[config.mk]
export PLATFORM = sky130hd
export DESIGN_NAME = sj_io_board
export DESIGN_NICKNAME = d
export VERILOG_FILES = /design/src/sj_pkg.sv /design/src/sj_reg_if.sv /design/src/sj_addr_decode.sv /design/src/sj_ext_rom_reader.sv /design/src/sj_game_latches.sv /design/src/sj_frame_timer.sv /design/src/sj_supervisor_fsm.sv /design/src/sj_io_board.sv
export SDC_FILE = /design/constraint.sdc
export NUM_CORES = 1
export LEC_CHECK = 0
export ABC_AREA = 1
export BUFFER_PORTS_ARGS = -buffer_cell sky130_fd_sc_hd__buf_2
export CAP_MARGIN = 25
export CORE_UTILIZATION = 60
export DETAILED_ROUTE_END_ITERATION = 10
export PLACE_DENSITY_LB_ADDON = 0.25
export SYNTH_ARGS = -nofsm -noshare
export SYNTH_HDL_FRONTEND = slang
export SYNTH_SLANG_ARGS = --single-unit
[constraint.sdc]
create_clock -name V_BLANK -period 3.4 [get_ports V_BLANK]
set_input_delay 0.68 -clock V_BLANK [delete_from_list [all_inputs] [get_ports V_BLANK]]
set_output_delay 0.68 -clock V_BLANK [all_outputs]
set_load 0.005 [all_outputs]
[src/ext_rom.hex]
// External graphics ROM, one data byte per line, addresses 00 to 1F in order
47
64
81
9E
BB
D8
F5
12
2F
4C
69
86
A3
C0
DD
FA
17
34
51
6E
8B
A8
C5
E2
FF
1C
39
56
73
90
AD
CA

[src/sj_pkg.sv]
/* Shared types and constants for the main-CPU I/O board:
   register opcodes, supervisor states, bus widths and the protection table */
package sj_pkg;

	// ============================================================
	// Bus widths
	// ============================================================
	localparam int ADDR_W     = 16;           // CPU address bus
	localparam int DATA_W     = 8;            // CPU data bus
	localparam int EXT_BASE_W = 15;           // D50A[6:0] over D509[7:0]

	// CPU reset hold after a watchdog trip, in clock cycles
	localparam int RESET_HOLD_CYCLES = 4;

	// ============================================================
	// Alpine protection table
	// ============================================================
	// Each entry is {written value, latched value}. Values that are
	// not listed are latched unchanged.
	localparam int ALP_N = 6;
	localparam logic [ALP_N-1:0][2*DATA_W-1:0] ALP_ENTRIES = {
		16'h1D18,                              // 1D -> 18
		16'h1608,                              // 16 -> 08
		16'h0F00,                              // 0F -> 00
		16'h0C00,                              // 0C -> 00
		16'h0700,                              // 07 -> 00
		16'h0518                               // 05 -> 18
	};

	// ============================================================
	// Decoded register accesses
	// ============================================================
	typedef enum logic [3:0] {
		OP_NONE     = 4'd0,
		OP_EXT_LO   = 4'd1,                    // D509 write
		OP_EXT_HI   = 4'd2,                    // D50A write
		OP_EXT_RD   = 4'd3,                    // D404-D407 read
		OP_KICK     = 4'd4,                    // D50D write
		OP_COIN_SET = 4'd5,                    // D50E write
		OP_ALP_WR   = 4'd6,                    // D50F write
		OP_PROT_RD  = 4'd7,                    // D48B read
		OP_ALP_RD   = 4'd8                     // D40B read
	} sj_reg_op_t;

	// Supervisor FSM states
	typedef enum logic [1:0] {
		SUP_RUN   = 2'd0,
		SUP_INT   = 2'd1,
		SUP_RESET = 2'd2
	} sj_sup_state_t;

endpackage

[src/sj_reg_if.sv]
/* Decoded register access bus between the address decoder and its users */
`timescale 1ns/1ps

interface sj_reg_if import sj_pkg::*; ();

	sj_reg_op_t        op;                     // Which register is accessed
	logic              stb;                    // One-cycle access strobe
	logic [DATA_W-1:0] wdata;                  // CPU write byte
	logic [DATA_W-1:0] rdata_ext;              // ROM reader read byte
	logic [DATA_W-1:0] rdata_prot;             // Protection read byte

	modport decoder (
		output op, stb, wdata,
		input  rdata_ext, rdata_prot
	);

	modport user (
		input  op, stb, wdata,
		output rdata_ext, rdata_prot
	);

endinterface

[src/sj_addr_decode.sv]
/* CPU address decoder for the D4xx and D5xx registers, with the
   registered read data mux */
`timescale 1ns/1ps

module sj_addr_decode import sj_pkg::*; (
	input  logic              V_BLANK,
	input  logic              EXROM2,
	input  logic [ADDR_W-1:0] addr_i,
	input  logic              rd_i,
	input  logic              wr_i,
	input  logic [DATA_W-1:0] wdata_i,
	output logic [DATA_W-1:0] rdata_o,
	sj_reg_if.decoder         bus
);

	// ============================================================
	// Register map
	// ============================================================
	localparam logic [ADDR_W-1:0] ADDR_EXT_RD  = 16'hD404;   // D404-D407
	localparam logic [ADDR_W-1:0] ADDR_ALP_RD  = 16'hD40B;
	localparam logic [ADDR_W-1:0] ADDR_PROT_RD = 16'hD48B;
	localparam logic [ADDR_W-1:0] ADDR_EXT_LO  = 16'hD509;
	localparam logic [ADDR_W-1:0] ADDR_EXT_HI  = 16'hD50A;
	localparam logic [ADDR_W-1:0] ADDR_KICK    = 16'hD50D;
	localparam logic [ADDR_W-1:0] ADDR_COIN    = 16'hD50E;
	localparam logic [ADDR_W-1:0] ADDR_ALP_WR  = 16'hD50F;

	sj_reg_op_t        op_c;
	logic [DATA_W-1:0] rdata_c;

	always_comb begin
		op_c = OP_NONE;
		if (wr_i) begin
			case (addr_i)
				ADDR_EXT_LO: op_c = OP_EXT_LO;
				ADDR_EXT_HI: op_c = OP_EXT_HI;
				ADDR_KICK:   op_c = OP_KICK;
				ADDR_COIN:   op_c = OP_COIN_SET;
				ADDR_ALP_WR: op_c = OP_ALP_WR;
				default:     op_c = OP_NONE;
			endcase
		end else if (rd_i) begin
			if (addr_i[ADDR_W-1:2] == ADDR_EXT_RD[ADDR_W-1:2])
				op_c = OP_EXT_RD;              // Any of the four ROM ports
			else if (addr_i == ADDR_PROT_RD)
				op_c = OP_PROT_RD;
			else if (addr_i == ADDR_ALP_RD)
				op_c = OP_ALP_RD;
		end
	end

	assign bus.op    = op_c;
	assign bus.stb   = rd_i | wr_i;
	assign bus.wdata = wdata_i;

	// Read data source
	always_comb begin
		case (op_c)
			OP_EXT_RD:             rdata_c = bus.rdata_ext;
			OP_PROT_RD, OP_ALP_RD: rdata_c = bus.rdata_prot;
			default:               rdata_c = '0;   // Unmapped reads give 00
		endcase
	end

	always_ff @(posedge V_BLANK or negedge EXROM2) begin
		if (!EXROM2)
			rdata_o <= '0;
		else if (rd_i)
			rdata_o <= rdata_c;                // Valid the cycle after rd_i
	end

	a_rd_wr_excl: assert property (@(posedge V_BLANK) disable iff (!EXROM2)
		!(rd_i && wr_i));

endmodule

[src/sj_ext_rom_reader.sv]
/* External graphics ROM board: D509/D50A base latches, auto-incrementing
   offset counter and the ROM itself */
`timescale 1ns/1ps

module sj_ext_rom_reader import sj_pkg::*; #(
	parameter int EXT_ROM_AW = 5
) (
	input  logic V_BLANK,
	input  logic EXROM2,
	sj_reg_if.user bus
);

	logic [DATA_W-1:0]       rom [2**EXT_ROM_AW];
	logic [7:0]              base_lo;          // D509
	logic [EXT_BASE_W-9:0]   base_hi;          // D50A[6:0]
	logic [EXT_BASE_W-1:0]   offset;
	logic [EXT_BASE_W-1:0]   ext_addr;
	logic                    offset_touch;

	initial begin
		$readmemh("/design/src/ext_rom.hex", rom);
	end

	// ============================================================
	// Base latches and offset counter
	// ============================================================
	always_ff @(posedge V_BLANK or negedge EXROM2) begin
		if (!EXROM2) begin
			base_lo <= '0;
			base_hi <= '0;
			offset  <= '0;
		end else if (bus.stb) begin
			case (bus.op)
				OP_EXT_LO: base_lo <= bus.wdata;
				OP_EXT_HI: begin
					base_hi <= bus.wdata[EXT_BASE_W-9:0];
					offset  <= '0;                 // High write restarts the count
				end
				OP_EXT_RD: offset <= offset + EXT_BASE_W'(1);
				default: ;
			endcase
		end
	end

	assign ext_addr = {base_hi, base_lo} + offset;

	// Byte at the current offset, wraps within the ROM
	assign bus.rdata_ext = rom[ext_addr[EXT_ROM_AW-1:0]];

	assign offset_touch = bus.stb && (bus.op == OP_EXT_RD || bus.op == OP_EXT_HI);

	a_offset_stable: assert property (@(posedge V_BLANK) disable iff (!EXROM2)
		!offset_touch |=> $stable(offset));

endmodule

[src/sj_game_latches.sv]
/* Coin and bank control latch at D50E plus the D48B toggle and
   D50F lookup protection registers */
`timescale 1ns/1ps

module sj_game_latches import sj_pkg::*; (
	input  logic   V_BLANK,
	input  logic   EXROM2,
	sj_reg_if.user bus,
	output logic   bank_sel_o,
	output logic   sound_stop_o,
	output logic   coin_lock_o
);

	logic [DATA_W-1:0] prot_q;                 // Space Cruiser toggle byte
	logic [DATA_W-1:0] alp_q;                  // Alpine table byte
	logic [DATA_W-1:0] alp_next;

	// Table lookup, unknown values pass through
	always_comb begin
		alp_next = bus.wdata;
		for (int i = 0; i < ALP_N; i++) begin
			if (bus.wdata == ALP_ENTRIES[i][2*DATA_W-1:DATA_W])
				alp_next = ALP_ENTRIES[i][DATA_W-1:0];
		end
	end

	always_ff @(posedge V_BLANK or negedge EXROM2) begin
		if (!EXROM2) begin
			bank_sel_o   <= 1'b0;
			sound_stop_o <= 1'b0;
			coin_lock_o  <= 1'b0;
			prot_q       <= '0;
			alp_q        <= '0;
		end else if (bus.stb) begin
			case (bus.op)
				OP_COIN_SET: begin
					bank_sel_o   <= bus.wdata[7];
					sound_stop_o <= bus.wdata[1];
					coin_lock_o  <= bus.wdata[0];
				end
				OP_PROT_RD: prot_q <= ~prot_q;  // Flips on every read
				OP_ALP_WR:  alp_q  <= alp_next;
				default: ;
			endcase
		end
	end

	// A toggle read returns the byte after inversion
	assign bus.rdata_prot = (bus.op == OP_PROT_RD) ? ~prot_q : alp_q;

endmodule

[src/sj_frame_timer.sv]
/* Vertical blank edge detector and the frame-counting watchdog */
`timescale 1ns/1ps

module sj_frame_timer import sj_pkg::*; #(
	parameter int WD_FRAMES = 128
) (
	input  logic   V_BLANK,
	input  logic   EXROM2,
	input  logic   vbl_i,
	sj_reg_if.user bus,
	output logic   frame_tick_o,
	output logic   wd_expire_o
);

	localparam int CNT_W = (WD_FRAMES > 1) ? $clog2(WD_FRAMES) : 1;

	logic             vbl_q;
	logic [CNT_W-1:0] frame_cnt;
	logic             kick;
	logic             last_frame;

	assign kick       = bus.stb && (bus.op == OP_KICK);
	assign last_frame = (frame_cnt == CNT_W'(WD_FRAMES - 1));

	always_ff @(posedge V_BLANK or negedge EXROM2) begin
		if (!EXROM2) begin
			vbl_q        <= 1'b0;
			frame_tick_o <= 1'b0;
			frame_cnt    <= '0;
		end else begin
			vbl_q        <= vbl_i;
			frame_tick_o <= vbl_i & ~vbl_q;     // One cycle after the rise
			if (kick)
				frame_cnt <= '0;
			else if (frame_tick_o)
				frame_cnt <= last_frame ? '0 : frame_cnt + CNT_W'(1);
		end
	end

	// Trips on the frame that completes the count
	assign wd_expire_o = frame_tick_o && last_frame && !kick;

endmodule

[src/sj_supervisor_fsm.sv]
/* Supervisor FSM for the frame interrupt and the CPU reset hold */
`timescale 1ns/1ps

module sj_supervisor_fsm import sj_pkg::*; (
	input  logic V_BLANK,
	input  logic EXROM2,
	input  logic frame_tick_i,
	input  logic wd_expire_i,
	input  logic int_ack_i,
	output logic int_n_o,
	output logic cpu_reset_n_o
);

	localparam int HOLD_W = (RESET_HOLD_CYCLES > 1) ? $clog2(RESET_HOLD_CYCLES) : 1;

	sj_sup_state_t     state;
	logic [HOLD_W-1:0] hold_cnt;

	// ============================================================
	// State register
	// ============================================================
	always_ff @(posedge V_BLANK or negedge EXROM2) begin
		if (!EXROM2) begin
			state    <= SUP_RUN;
			hold_cnt <= '0;
		end else if (wd_expire_i) begin
			state    <= SUP_RESET;             // Watchdog wins from any state
			hold_cnt <= '0;
		end else begin
			case (state)
				SUP_RUN: begin
					if (frame_tick_i)
						state <= SUP_INT;
				end
				SUP_INT: begin
					if (int_ack_i)
						state <= SUP_RUN;
				end
				SUP_RESET: begin
					if (hold_cnt == HOLD_W'(RESET_HOLD_CYCLES - 1))
						state <= SUP_RUN;
					else
						hold_cnt <= hold_cnt + HOLD_W'(1);
				end
				default: state <= SUP_RUN;
			endcase
		end
	end

	// Outputs decoded from state, frame ticks ignored in reset
	assign int_n_o       = (state != SUP_INT);
	assign cpu_reset_n_o = (state != SUP_RESET);

	a_not_both_low: assert property (@(posedge V_BLANK) disable iff (!EXROM2)
		int_n_o || cpu_reset_n_o);

	// Reset released only after exactly the hold time
	a_reset_hold: assert property (@(posedge V_BLANK) disable iff (!EXROM2)
		$rose(cpu_reset_n_o) |->
			$past(!cpu_reset_n_o, RESET_HOLD_CYCLES) &&
			$past(cpu_reset_n_o, RESET_HOLD_CYCLES + 1));

endmodule

[src/sj_io_board.sv]
/* Main-CPU I/O board top level: decoder, ROM reader, game latches,
   frame timer and supervisor */
`timescale 1ns/1ps

module sj_io_board import sj_pkg::*; #(
	parameter int EXT_ROM_AW = 5,
	parameter int WD_FRAMES  = 128
) (
	input  logic              V_BLANK,
	input  logic              EXROM2,
	input  logic [ADDR_W-1:0] addr_i,
	input  logic [DATA_W-1:0] wdata_i,
	input  logic              rd_i,
	input  logic              wr_i,
	input  logic              vbl_i,
	input  logic              int_ack_i,
	output logic [DATA_W-1:0] rdata_o,
	output logic              int_n_o,
	output logic              cpu_reset_n_o,
	output logic              bank_sel_o,
	output logic              sound_stop_o,
	output logic              coin_lock_o
);

	sj_reg_if bus ();

	logic frame_tick;
	logic wd_expire;

	// ============================================================
	// CPU side
	// ============================================================
	sj_addr_decode u_decode (
		.V_BLANK (V_BLANK),
		.EXROM2  (EXROM2),
		.addr_i  (addr_i),
		.rd_i    (rd_i),
		.wr_i    (wr_i),
		.wdata_i (wdata_i),
		.rdata_o (rdata_o),
		.bus     (bus.decoder)
	);

	sj_ext_rom_reader #(
		.EXT_ROM_AW (EXT_ROM_AW)
	) u_ext_rom (
		.V_BLANK (V_BLANK),
		.EXROM2  (EXROM2),
		.bus     (bus.user)
	);

	sj_game_latches u_latches (
		.V_BLANK      (V_BLANK),
		.EXROM2       (EXROM2),
		.bus          (bus.user),
		.bank_sel_o   (bank_sel_o),
		.sound_stop_o (sound_stop_o),
		.coin_lock_o  (coin_lock_o)
	);

	// ============================================================
	// Frame timing and supervision
	// ============================================================
	sj_frame_timer #(
		.WD_FRAMES (WD_FRAMES)
	) u_frame_timer (
		.V_BLANK      (V_BLANK),
		.EXROM2       (EXROM2),
		.vbl_i        (vbl_i),
		.bus          (bus.user),
		.frame_tick_o (frame_tick),
		.wd_expire_o  (wd_expire)
	);

	sj_supervisor_fsm u_supervisor (
		.V_BLANK       (V_BLANK),
		.EXROM2        (EXROM2),
		.frame_tick_i  (frame_tick),
		.wd_expire_i   (wd_expire),
		.int_ack_i     (int_ack_i),
		.int_n_o       (int_n_o),
		.cpu_reset_n_o (cpu_reset_n_o)
	);

endmodule

==> results.ini <==
[synthesis]
yosys-top-cells-area=dfrtp_1 43%, nand2_1 13%, nor2_1 5.8%, inv_1 5.5%, o21ai_1 5.2%
ys_ff_latch=40
synth_largest_area_cell=dfrtp_1
synth_top_area_share_pct=43.1
postSynthAreaPerCell_um2=7.80
synth_top_flop_cell=dfrtp_1
post_synth_instance_area_um2=2320
synth_edf_count=0
synth_seq_area_share_pct=43.1
synth_warn=0
ys_async_sr_fraction_pct=100
syn_inst_count=298
synth.distinct_cells=38
syn-num-nets=330

[worst_setup_path]
worstPathRequired_ns=3.57
timing.critical_path.fanout_max=25
path_cells=buf_2, nor2_2, nand2_1, nor2_2, nand4_4, nand2_4, nand3_4, nand2_1, o21ai_2
critPathArrivalTime_ns=2.23
timing_worst_setup_path_type=input pin to flop
crit-reg2reg-launch=u_frame_timer.frame_cnt[0]
reg2reg_depth=8
type_of_element_launching_the_critical_path=input pin
cpPeakStageDelay_ns=0.37
crit_path_end_kind=flop
critical_path.reg2reg.endpoint=u_supervisor.hold_cnt[0]
cp_slowest_cell=nand4_4
setup.reg_to_reg.worst_slack_ns=1.87

[routing]
met2_length_um=2050
num_vias=1976
ant_nets=0
wl_per_cell_um=10.8
first_drt_iteration_drcs=60
drt-vias-per-instance=5.04
wirelength_um=4240
detail_route.first_pass.iterations=4
routed.top_layer=met4
met3_length_um=150
wirelength_met1_um=2000
drcViolationCount=0

[sta]
setup_viol=0
clock_skew_ns=0.00302
setup_tns_ns=0
final.period_utilization_pct=60.4
fmax_mhz=487
max-slew-margin-rel_pct=43.6
final.min_clock_period_ns=2.05
slew_at_the_pin_with_the_worst_max_slew_slack_ns=0.846
rsz_0062_raised_after_global_routing=no
final-hold-violation-count=0
drv_slew=0

[floorplan]
initial_core_utilization_pct=63.0
top_level_ports=43
design.die.area_um2=4130
fp.dieH_um=64.2
std_cell_rows=22
die_x_um=64.2
core_area_um2=3690

[power]
power_frac_comb_pct=16.7
swShare_pct=28.2
ir_drop_mv=0.278
switching_power_uw=283
seq_power_share_pct=54.1
power.density_cell_area_nw_per_um2=379
cellInternalPower_uw=721
power.share.clock_pct=29.2
total_leakage_power_nw=1.32

[placed_design]
globalplace.congestion=0.823
io_buffer_count=42
dp.final_hpwl_um=3270

[final_layout]
fin_nets=376
post-route-util_pct=71.8
n_fill_cell=317
multi_input_area_um2=1140
area_growth_pct=13.9
antenna_cells_inserted=0
share_of_final_layout_standard_cells_stronger_than_drive_strength_1_pct=24.1
register_area_um2=1000

[min_path]
holdPathEnd=u_frame_timer.frame_tick_o
hp-start=u_frame_timer.vbl_q
hold_depth=1
hold_path.class=flop to flop

[global_route]
groute.usage.overall_pct=24.3
first_global_vias=1892
grt_antenna_before_repair=0
grt_first_pass_wirelength_um=7790
grt_start_max_net_pins=41
grt_overflow_total=0

[clock_network]
clock_tree.htree_level_count=2
cts_tree=yes
clock_path_buffers=2
clockRootBuffer=clkbuf_8
number_of_buffers_inserted_during_clock_tree_synthesis=5
clock_sink_count=40
cts.repair_timing.setup_buffer_count=0
clk_pin_slew_ns=0.07
worstSkewPairLatency_ns=0.28
cts_hold_buf=0
post_cts_resized=0

[run]
timing.max_cap.violations=0

[outcome]
outcome=finished, final reports clean

placed cells by master, fill, tap and decap left out, drive strengths merged:
| cell | instances |
|---|---|
| o31ai | 1 |
| or3b | 1 |
| clkinvlp | 1 |
| nand3b | 1 |
| nand4 | 6 |
| clkinv | 1 |
| o22ai | 2 |
| nor2b | 1 |
| a31oi | 1 |
| o21ai | 32 |
| nor4 | 2 |
| xnor2 | 8 |
| ha | 2 |
| xor2 | 1 |
| or2 | 1 |
| inv | 41 |
| dfrtp | 40 |
| nand3 | 18 |
| nor3 | 1 |
| nor2 | 43 |
| nand2 | 85 |
| and3 | 1 |
| a21o | 1 |
| buf | 42 |
| a21oi | 5 |
| clkbuf | 5 |
| and2 | 1 |
flip-flops by register name (all words and copies together) (netlist names):
signal and cells:
u_supervisor.hold_cnt 2, u_decode.rdata_o 8, u_supervisor.state 2, u_latches.prot_q 8, u_frame_timer.frame_tick_o 1, u_latches.coin_lock_o 1, u_frame_timer.vbl_q 1, u_latches.bank_sel_o 1
u_latches.sound_stop_o 1, u_frame_timer.frame_cnt 7, u_latches.alp_q 8
synthesized netlist by cell type, types with 2 or more instances:
cell type and count:
inv_2 7, nand4_1 4, o21ai_0 4, xnor2_1 8, nor4_1 2, nand2_4 2
nor2_2 4, nor2_4 3, o21ai_2 4, nand2_2 3, nand3_4 2, nand2_1 80
ha_1 2, buf_6 2, o21ai_1 24, dfrtp_1 40, inv_1 34, nor2_1 36
nand3_1 15, a21oi_1 4
critical path: cells and delay by family:
kind            cells  cell delay (ns)
simple gates        7             1.40
compound gates      1             0.06
buf+inv             1             0.10
power by group through the flow:
stage	sequential (mW)	clock, mW	combinational, mW
finish	0.543	0.293	0.168
detailed placement	0.552	0	0.169
floorplan	0.545	0	0.112
CTS	0.543	0.299	0.171
global placement	0.550	0	0.163
global route	0.547	0.314	0.200
through the flow:
| step | instances | hold WS [ns] | power (mW) | instance area [µm²] | setup slack (ns) |
|---|---|---|---|---|---|
| floorplan | 298 | 0.376 | 0.658 | 2320 | 1.57 |
| global placement | 385 | 0.383 | 0.713 | 2570 | 1.12 |
| detailed placement | 385 | 0.390 | 0.721 | 2570 | 1.03 |
| CTS | 392 | 0.400 | 1.01 | 2650 | 1.34 |
| global route | 392 | 0.412 | 1.06 | 2650 | 1.13 |
| finish | 392 | 0.397 | 1.00 | 2650 | 1.35 |
cell type report:
type / instances / area share, %
Timing Repair Buffer: 42 / 7.94
Multi-Input combinational cell: 214 / 43.1
Inverter: 41 / 5.81
Tap cell: 48 / 2.27
Clock inverter: 2 / 0.473
Clock buffer: 5 / 2.60
Sequential cell: 40 / 37.8
how the worst max path moves through the flow:
stage,startpoint,slack (ns),end
final,addr_i[11],1.35,u_latches.alp_q[6]
after detailed placement,addr_i[11],1.03,u_latches.alp_q[6]
after global routing,addr_i[9],1.13,u_latches.alp_q[2]
after global placement,addr_i[11],1.12,u_latches.alp_q[4]
after CTS,addr_i[11],1.34,u_latches.alp_q[6]
after floorplan,addr_i[12],1.57,u_latches.alp_q[4]
logic make-up (layout without fill, tap and decap cells):
kind of cell / count (synthesis) / count (layout) / share of synthesized area, %
flip-flops: 40 / 40 / 43.1
AND/OR/NAND/NOR: 161 / 161 / 33.5
buffers and inverters: 44 / 90 / 7.81
XOR/XNOR: 9 / 9 / 3.39
adder cells (fa/ha/maj): 2 / 2 / 1.08
AO/OA/AOI/OAI: 42 / 42 / 11.1
layer usage:
metal | up-vias | track usage (%)
met4 | 0 | 6.67
met5 | - | 0
li1 | 1033 | -
met2 | 36 | 42.8
met1 | 902 | 30.5
met3 | 5 | 4.46
(Power assumes the default switching activity.)
